## src/vec_csr_pkg.sv

```systemverilog
package vec_csr_pkg;

    //////////////////////////////
    // widths and limits
    //////////////////////////////

    localparam int XLEN    = 32;
    localparam int VLEN    = 512;   // vector register bits
    localparam int VLMAX_W = 10;    // holds 512
    localparam int LMUL_W  = 4;
    localparam int EW_W    = 7;     // sew and eew
    localparam int EMUL_W  = 7;     // holds 64

    //////////////////////////////
    // instruction codes
    //////////////////////////////

    localparam logic [6:0] OPC_SYSTEM = 7'h73;

    localparam logic [2:0] F3_CSRRW  = 3'b001;
    localparam logic [2:0] F3_CSRRS  = 3'b010;
    localparam logic [2:0] F3_CSRRC  = 3'b011;
    localparam logic [2:0] F3_CSRRWI = 3'b101;
    localparam logic [2:0] F3_CSRRSI = 3'b110;
    localparam logic [2:0] F3_CSRRCI = 3'b111;

    localparam logic [11:0] CSR_VSTART = 12'h008;
    localparam logic [11:0] CSR_VL     = 12'hC20;   // read only
    localparam logic [11:0] CSR_VTYPE  = 12'hC21;   // read only

    // codes 4..7 reserved in both
    typedef enum logic [2:0] {LMUL_1 = 3'd0, LMUL_2, LMUL_4, LMUL_8} vlmul_e;
    typedef enum logic [2:0] {EW8 = 3'd0, EW16, EW32, EW64} vew_e;

    // csr readback word and its field view
    typedef union packed {
        logic [XLEN-1:0] raw;
        struct packed {
            logic        ill;
            logic [22:0] reserved;
            logic        vma;
            logic        vta;
            logic [2:0]  vsew;
            logic [2:0]  vlmul;
        } fields;
    } vtype_u;

    // log2 of lmul where reserved codes act as lmul 1
    function automatic logic [1:0] lmul_shift(logic [2:0] code);
        case (vlmul_e'(code))
            LMUL_1:  return 2'd0;
            LMUL_2:  return 2'd1;
            LMUL_4:  return 2'd2;
            LMUL_8:  return 2'd3;
            default: return 2'd0;
        endcase
    endfunction

    // log2 of sew where reserved codes act as 32 bits
    function automatic logic [2:0] sew_shift(logic [2:0] code);
        case (vew_e'(code))
            EW8:     return 3'd3;
            EW16:    return 3'd4;
            EW32:    return 3'd5;
            EW64:    return 3'd6;
            default: return 3'd5;
        endcase
    endfunction

endpackage

```

## src/csr_access.sv

```systemverilog
`timescale 1ns/10ps

module csr_access (
    input  logic                          clk,
    input  logic                          n_rst,
    input  logic [vec_csr_pkg::XLEN-1:0]  inst,
    input  logic [vec_csr_pkg::XLEN-1:0]  scalar1,    // rs1 value or zero-extended uimm
    input  vec_csr_pkg::vtype_u           vtype_q,
    input  logic [vec_csr_pkg::XLEN-1:0]  vl_q,
    output logic [vec_csr_pkg::XLEN-1:0]  csr_out,
    output logic [vec_csr_pkg::XLEN-1:0]  vstart_q
);

    import vec_csr_pkg::*;

    logic [6:0]      opcode;
    logic [2:0]      funct3;
    logic [4:0]      rs1_addr;
    logic [11:0]     csr_addr;
    logic [XLEN-1:0] vstart_d;
    logic [XLEN-1:0] ro_rdata;
    logic            ro_read;

    //////////////////////////////
    // instruction fields
    //////////////////////////////

    assign opcode   = inst[6:0];
    assign funct3   = inst[14:12];
    assign rs1_addr = inst[19:15];
    assign csr_addr = inst[31:20];

    // vtype and vl are read only, so any write intent blocks the read
    always_comb begin
        ro_rdata = '0;
        case (csr_addr)
            CSR_VTYPE: ro_rdata = vtype_q.raw;
            CSR_VL:    ro_rdata = vl_q;
            default:   ro_rdata = '0;
        endcase
    end

    assign ro_read = (rs1_addr == 5'd0);

    //////////////////////////////
    // read mux and vstart update
    //////////////////////////////

    always_comb begin
        csr_out  = '0;
        vstart_d = vstart_q;                            // hold unless written
        if (opcode == OPC_SYSTEM) begin
            case (funct3)
                F3_CSRRW, F3_CSRRWI: begin
                    if (csr_addr == CSR_VSTART) begin
                        csr_out  = vstart_q;
                        vstart_d = scalar1;
                    end
                end
                F3_CSRRS, F3_CSRRSI: begin
                    if (csr_addr == CSR_VSTART) begin
                        csr_out  = vstart_q;
                        vstart_d = vstart_q | scalar1;  // set bits
                    end else if (ro_read) begin
                        csr_out  = ro_rdata;
                    end
                end
                F3_CSRRC, F3_CSRRCI: begin
                    if (csr_addr == CSR_VSTART) begin
                        csr_out  = vstart_q;
                        vstart_d = vstart_q & ~scalar1; // clear bits
                    end else if (ro_read) begin
                        csr_out  = ro_rdata;
                    end
                end
                default: begin
                    csr_out  = '0;                      // funct3 0 and 4 not csr ops
                end
            endcase
        end
    end

    always_ff @(posedge clk or negedge n_rst) begin
        if (!n_rst) begin
            vstart_q <= '0;
        end else begin
            vstart_q <= vstart_d;
        end
    end

endmodule

```

## src/mem_elem_decode.sv

```systemverilog
`timescale 1ns/10ps

module mem_elem_decode (
    input  logic                                mew,
    input  logic [2:0]                          width,      // memory element width
    input  vec_csr_pkg::vtype_u                 vtype_q,
    output logic [vec_csr_pkg::EW_W-1:0]        eew,
    output logic [vec_csr_pkg::EMUL_W-1:0]      emul,
    output logic [vec_csr_pkg::VLMAX_W-1:0]     e_vlmax
);

    import vec_csr_pkg::*;

    logic [2:0] eew_sh;
    logic [1:0] lmul_sh;
    logic [2:0] sew_sh;
    logic       lmul_rsvd;
    logic [3:0] emul_num_sh;    // log2(eew * lmul)
    logic [3:0] emul_den_sh;    // log2(sew)

    //////////////////////////////
    // element width
    //////////////////////////////

    always_comb begin
        case ({mew, width})
            4'b0_000: eew_sh = 3'd3;    // 8
            4'b0_101: eew_sh = 3'd4;    // 16
            4'b0_110: eew_sh = 3'd5;    // 32
            4'b0_111: eew_sh = 3'd6;    // 64
            default:  eew_sh = 3'd5;    // unsupported widths decode as 32
        endcase
    end

    assign eew = EW_W'(1) << eew_sh;

    //////////////////////////////
    // emul = eew * lmul / sew
    //////////////////////////////

    assign lmul_sh     = lmul_shift(vtype_q.fields.vlmul);
    assign sew_sh      = sew_shift(vtype_q.fields.vsew);
    assign lmul_rsvd   = vtype_q.fields.vlmul[2];
    assign emul_num_sh = {1'b0, eew_sh} + {2'b00, lmul_sh};
    assign emul_den_sh = {1'b0, sew_sh};

    always_comb begin
        if (lmul_rsvd) begin
            emul = EMUL_W'(1);
        end else if (emul_num_sh < emul_den_sh) begin
            emul = '0;                                  // fractional emul truncates
        end else begin
            emul = EMUL_W'(1) << (emul_num_sh - emul_den_sh);   // up to 64 without limit
        end
    end

    // element vlmax = vlen / eew * emul
    assign e_vlmax = VLMAX_W'((VLEN >> eew_sh) * emul);

endmodule

```

## src/vec_csr_regfile.sv

```systemverilog
`timescale 1ns/10ps

module vec_csr_regfile (
    input  logic                                clk,
    input  logic                                n_rst,
    input  logic [vec_csr_pkg::XLEN-1:0]        inst,
    input  logic [vec_csr_pkg::XLEN-1:0]        scalar1,        // vl / csr operand
    input  logic [vec_csr_pkg::XLEN-1:0]        scalar2,        // vtype
    input  logic                                mew,
    input  logic [2:0]                          width,
    input  logic                                csrwr_en,
    output logic [vec_csr_pkg::XLEN-1:0]        csr_out,
    output logic [vec_csr_pkg::LMUL_W-1:0]      vlmul,
    output logic [vec_csr_pkg::EW_W-1:0]        sew,
    output logic [vec_csr_pkg::VLMAX_W-1:0]     vlmax,
    output logic [vec_csr_pkg::EW_W-1:0]        eew,
    output logic [vec_csr_pkg::EMUL_W-1:0]      emul,
    output logic [vec_csr_pkg::VLMAX_W-1:0]     e_vlmax,
    output logic                                tail_agnostic,
    output logic                                mask_agnostic,
    output logic [vec_csr_pkg::XLEN-1:0]        vec_length,
    output logic [vec_csr_pkg::XLEN-1:0]        start_element,
    output logic                                csr_done
);

    import vec_csr_pkg::*;

    vtype_u          vtype_q;
    logic [XLEN-1:0] vl_q;
    logic [XLEN-1:0] vstart_q;

    vtype_config vtype_config_i (
        .clk       (clk),
        .n_rst     (n_rst),
        .csrwr_en  (csrwr_en),
        .scalar1   (scalar1),
        .scalar2   (scalar2),
        .vtype_q   (vtype_q),
        .vl_q      (vl_q),
        .csr_done  (csr_done)
    );

    vtype_decode vtype_decode_i (
        .vtype_q        (vtype_q),
        .vlmul          (vlmul),
        .sew            (sew),
        .vlmax          (vlmax),
        .tail_agnostic  (tail_agnostic),
        .mask_agnostic  (mask_agnostic)
    );

    mem_elem_decode mem_elem_decode_i (
        .mew      (mew),
        .width    (width),
        .vtype_q  (vtype_q),
        .eew      (eew),
        .emul     (emul),
        .e_vlmax  (e_vlmax)
    );

    csr_access csr_access_i (
        .clk       (clk),
        .n_rst     (n_rst),
        .inst      (inst),
        .scalar1   (scalar1),
        .vtype_q   (vtype_q),
        .vl_q      (vl_q),
        .csr_out   (csr_out),
        .vstart_q  (vstart_q)
    );

    assign vec_length    = vl_q;
    assign start_element = vstart_q;

endmodule

```

## src/vtype_config.sv

```systemverilog
`timescale 1ns/10ps

module vtype_config (
    input  logic                          clk,
    input  logic                          n_rst,
    input  logic                          csrwr_en,
    input  logic [vec_csr_pkg::XLEN-1:0]  scalar1,    // new vl
    input  logic [vec_csr_pkg::XLEN-1:0]  scalar2,    // new vtype
    output vec_csr_pkg::vtype_u           vtype_q,
    output logic [vec_csr_pkg::XLEN-1:0]  vl_q,
    output logic                          csr_done
);

    import vec_csr_pkg::*;

    logic   csrwr_en_d;
    logic   cfg_rise;
    vtype_u wr_vtype;

    assign cfg_rise = csrwr_en & ~csrwr_en_d;    // level strobe to one edge
    assign wr_vtype = vtype_u'(scalar2);         // low byte in vtype layout

    always_ff @(posedge clk or negedge n_rst) begin
        if (!n_rst) begin
            csrwr_en_d <= 1'b0;
        end else begin
            csrwr_en_d <= csrwr_en;
        end
    end

    //////////////////////////////
    // configuration capture
    //////////////////////////////

    always_ff @(posedge clk or negedge n_rst) begin
        if (!n_rst) begin
            vtype_q.raw <= {1'b1, {(XLEN-1){1'b0}}};    // ill set until first vsetvl
            vl_q        <= '0;
            csr_done    <= 1'b0;
        end else begin
            csr_done <= cfg_rise;                        // single cycle pulse
            if (cfg_rise) begin
                vtype_q.fields.ill      <= 1'b0;
                vtype_q.fields.reserved <= '0;
                vtype_q.fields.vma      <= wr_vtype.fields.vma;
                vtype_q.fields.vta      <= wr_vtype.fields.vta;
                vtype_q.fields.vsew     <= wr_vtype.fields.vsew;
                vtype_q.fields.vlmul    <= wr_vtype.fields.vlmul;
                vl_q                    <= scalar1;
            end
        end
    end

endmodule

```

## src/vtype_decode.sv

```systemverilog
`timescale 1ns/10ps

module vtype_decode (
    input  vec_csr_pkg::vtype_u                 vtype_q,
    output logic [vec_csr_pkg::LMUL_W-1:0]      vlmul,
    output logic [vec_csr_pkg::EW_W-1:0]        sew,
    output logic [vec_csr_pkg::VLMAX_W-1:0]     vlmax,
    output logic                                tail_agnostic,
    output logic                                mask_agnostic
);

    import vec_csr_pkg::*;

    logic [1:0] lmul_sh;
    logic [2:0] sew_sh;
    logic       lmul_rsvd;

    //////////////////////////////
    // lmul and sew
    //////////////////////////////

    assign lmul_sh   = lmul_shift(vtype_q.fields.vlmul);
    assign sew_sh    = sew_shift(vtype_q.fields.vsew);
    assign lmul_rsvd = vtype_q.fields.vlmul[2];      // codes 4..7

    assign vlmul = LMUL_W'(1) << lmul_sh;            // 1, 2, 4, 8
    assign sew   = EW_W'(1) << sew_sh;               // 8 .. 64

    //////////////////////////////
    // vlmax = vlen * lmul / sew
    //////////////////////////////

    // all terms are powers of two, so the divide is a right shift
    always_comb begin
        if (lmul_rsvd) begin
            vlmax = VLMAX_W'(16);                    // fixed for reserved lmul
        end else begin
            vlmax = VLMAX_W'((VLEN << lmul_sh) >> sew_sh);
        end
    end

    assign tail_agnostic = vtype_q.fields.vta;
    assign mask_agnostic = vtype_q.fields.vma;

endmodule
```

## config.mk

```make
export PLATFORM = sky130hd
export DESIGN_NAME = vec_csr_regfile
export DESIGN_NICKNAME = d
export VERILOG_FILES = /design/src/vec_csr_pkg.sv /design/src/csr_access.sv /design/src/mem_elem_decode.sv /design/src/vec_csr_regfile.sv /design/src/vtype_config.sv /design/src/vtype_decode.sv
export SDC_FILE = /design/constraint.sdc
export NUM_CORES = 1
export LEC_CHECK = 0
export BUFFER_PORTS_ARGS = -buffer_cell sky130_fd_sc_hd__buf_2
export CAP_MARGIN = 20
export CORE_MARGIN = 1
export CORE_UTILIZATION = 25
export DETAILED_ROUTE_END_ITERATION = 8
export SLEW_MARGIN = 15
export SYNTH_ARGS = -nofsm -noshare
export SYNTH_HDL_FRONTEND = slang
export SYNTH_SLANG_ARGS = --single-unit
```

## constraint.sdc

```tcl
create_clock -name clk -period 12.9 [get_ports clk]
set_input_delay 2.58 -clock clk [delete_from_list [all_inputs] [get_ports clk]]
set_output_delay 2.58 -clock clk [all_outputs]
set_load 0.01 [all_outputs]
```

==> results.md <==
* Outcome: complete, no violations
* Minimum hold slack at between 0.4 and 0.5 ns
* Async set-reset flop share out of synthesis at 100.0%
* Synth Flop Type: dfrtp_1
* Per-cell routed wire length at 15.60 um
* Slowest stage delay, CP at 0.64 ns
* CP required at 10.32 ns
* RD Place Congestion at 0.8419
* Layout area overhead at 32.25%
* Worst rel slew slack at 29.71%
* Number of gates resized after cts at 0
* Complex-gate fraction of the synthesized area at 18.00%
* Placed Cells at 936
* Sequential fraction of the synthesis area at 38.76%
* Most frequent cells in the layout: 203 x buf_2, 74 x dfrtp_1, 58 x nor2_1
* Share of the synthesized area in the top cell type at around two fifths
* Critical path's most frequent cell: fa_1
* Adder-Cell Fraction of Synth Area at 10.69%
* Leakage at 3.188 nW
* Number of buffers and inverters on the critical path at 6
* Reg area at 1878 um2
* Root Driver: clkbuf_16
* Core ar. at 18,830 um2
* Die H at 141.2 um
* Synth Instances at about 500
* I/O pin count at 247
* Nets at around 820
* Hold Crit Class: flop to flop
* Global Route Usage Sum at ~15%
* Max FO, Critical Path at 7
* RSZ-0062 raised after global routing: no
* Most common cell after layout, fill and taps aside: buf_2
* Clock insertion delay at the later pin of the skew report at 0.34 ns
* Least-Margin Pin Slew at 1.046 ns
* CTS clk-pin slew, worst paths at 0.06 ns
* Max Freq at a little under 90 MHz
* Clock sink total at 75
* Yosys top cell by area: dfrtp_1
* Mux cell area share after synthesis at under 10%
* Starting Density at 25.73%
* Max Cap Violations at 0
* Final Hold Viols at 0
* First-pass detailed-route iteration total at 4
* Max clock buf depth at 2
* Share of cells above drive strength 1 at between 30% and 40%
* Mean Syn Cell Area at 9.869 um2
* Filler cell count in the final layout at 1,972
* Vias at 4,481
* Distinct cells, synth at 50
* Highest routed layer: met4
* Xor and xnor fraction of the mapped netlist area at 2.530%
* Simple-gate share of the synthesized area at between 10 and 15%
* Area post-placement at 6093 um2
* Tmin final at ~11 ns
* Fin Setup TNS at 0 ns
* H-tree Lvls at 3
* Antenna violations before repair at 0
* Die ar. at about 20,000 um2
* PortBufs at 204
* Seq cells post-synth at 75
* Final ANT Viol Nets at 0
* CP Capture Type: output port
* Total congestion overflow at 0
* CP Class: input port to output port
* Post-Route M1 WL at just under 7 mm
* Met3 wire length at 955 um
* Postcts setup bufs at 0
* Main combinational cell family by area after synthesis: compound AO/OA/AOI/OAI gates
* Data arrival, critical path at between 8 and 9 ns
* DRC at 0
* Worst VDD drop at 52.89 uV
* Final period util at 88.22%
* Layout Cells excl Fill at 953
* Cell Area, Synth at about 4800 um2
* Vias per cell at 4.702
* Power Density at about 120 nW/um2
* First-pass GRT wire length at 23.34 mm
* FF-to-FF path depth at 3
* Slew Viols, Final at 0
* CTS Hold Bufs at 0
* DP HPWL at about 11 mm
* Post-synth EDFFs at 0
* Ant. Diodes at 0
* Met2 Wirelength at 6.905 mm
* FP Rows at 50
* Multi-input gate area at 2726 um2
* Final WL at about 15 mm
* Hold Path Depth at 1
* Die X at about 140 um
* Number of global-route vias before repair at 4,357
* Detailed Route Iter0 Violations at around 140
* Final Instance Area at 6409 um2
* Delay-heaviest family, CP: adder cells
* Top cells by area, synth: dfrtp_1 38%, mux2_2 9.3%, fa_1 5.8%
* WP depth at 25
* Largest net degree at the start of global routing at 76
* Syn. warnings at 0
* Setup Viol. Count Final at 0
* Critical-path top delay cell: or4_1
* Clock Skew at 0.008686 ns
* Startpoint Class: input port
* CTS tree: done
* Inserted Clock Buffers at 9
==> cell families (layout without fill, tap and decap cells) <==
group	after synthesis	after routing
xor+xnor	14	14
compound gates	124	124
mux	40	40
other cells	2	21
buf+inv	71	254
flops	75	75
simple gates	132	132
fa+ha+maj	33	33
==> worst paths after layout <==
path	startpoint	endpoint	slack [ns]
worst min-delay path	vtype_config_i.vtype_q[31]	vtype_config_i.vtype_q[31]	0.49
min in group asynchronous	n_rst	vtype_config_i.vl_q[14]	2.23
max in group asynchronous	n_rst	vtype_config_i.vtype_q[31]	10.01
worst min register to register	vtype_config_i.vtype_q[31]	vtype_config_i.vtype_q[31]	0.49
worst max-delay path	width[1]	e_vlmax[9]	1.52
worst max register to register	vtype_config_i.csrwr_en_d	vtype_config_i.vl_q[19]	11.44
==> synthesized netlist by cell type (4+ instances only) <==
master,number
ha_1,19
a31oi_1,4
buf_2,7
mux2_2,40
fa_1,14
clkbuf_1,23
a211oi_1,31
a222oi_1,7
nor3_1,10
xor2_1,5
nand2b_1,5
nand2_1,19
nor4_1,6
nor2_1,58
dfrtp_1,74
inv_1,27
buf_4,12
a22o_1,23
nor2b_1,7
xnor2_1,9
a21oi_1,42
==> metal layers <==
metal / up-vias / track usage (%)
li1: 2126 / -
met1: 2160 / 20.05
met2: 184 / 24.88
met3: 11 / 2.853
met4: 0 / 5.149
met5: - / 0
==> through the flow <==
stage	utilization [%]	total power, mW	worst slack, ns
after detailed placement	32.36	0.4967	1.486
after global placement	32.36	0.4935	1.566
final	34.03	0.7407	1.520
after CTS	33.93	0.7519	1.462
after floorplan	-	0.4202	2.014
after global routing	34.03	0.7866	1.146
==> power by group <==
part,total (mW),internal [mW],switching (mW)
Clock,0.249,0.135,0.113
Combinational,0.213,0.0961,0.117
Sequential,0.279,0.254,0.0250
==> worst register-to-register path, cell delays in order, from the launching register on <==
cell      delay [ns]
dfrtp_1         0.31
nand2b_2        0.10
buf_4           0.49
mux2_2          0.44
==> sequential cells by signal, indices dropped and copies added (netlist names) <==
register and count:
vtype_config_i.vl_q 32, vtype_config_i.vtype_q 9, vtype_config_i.csrwr_en_d 1, csr_access_i.vstart_q 32, vtype_config_i.csr_done 1
==> area by class of cell <==
type / count / share of cell area [%]
multi-input combinational: 364 / 42.54
sequential: 75 / 29.30
timing repair buffer: 209 / 16.75
tap: 260 / 5.076
clock buffer: 9 / 3.514
inverter: 29 / 1.718
clock inverter: 7 / 1.093
(Power assumes the default switching activity.)
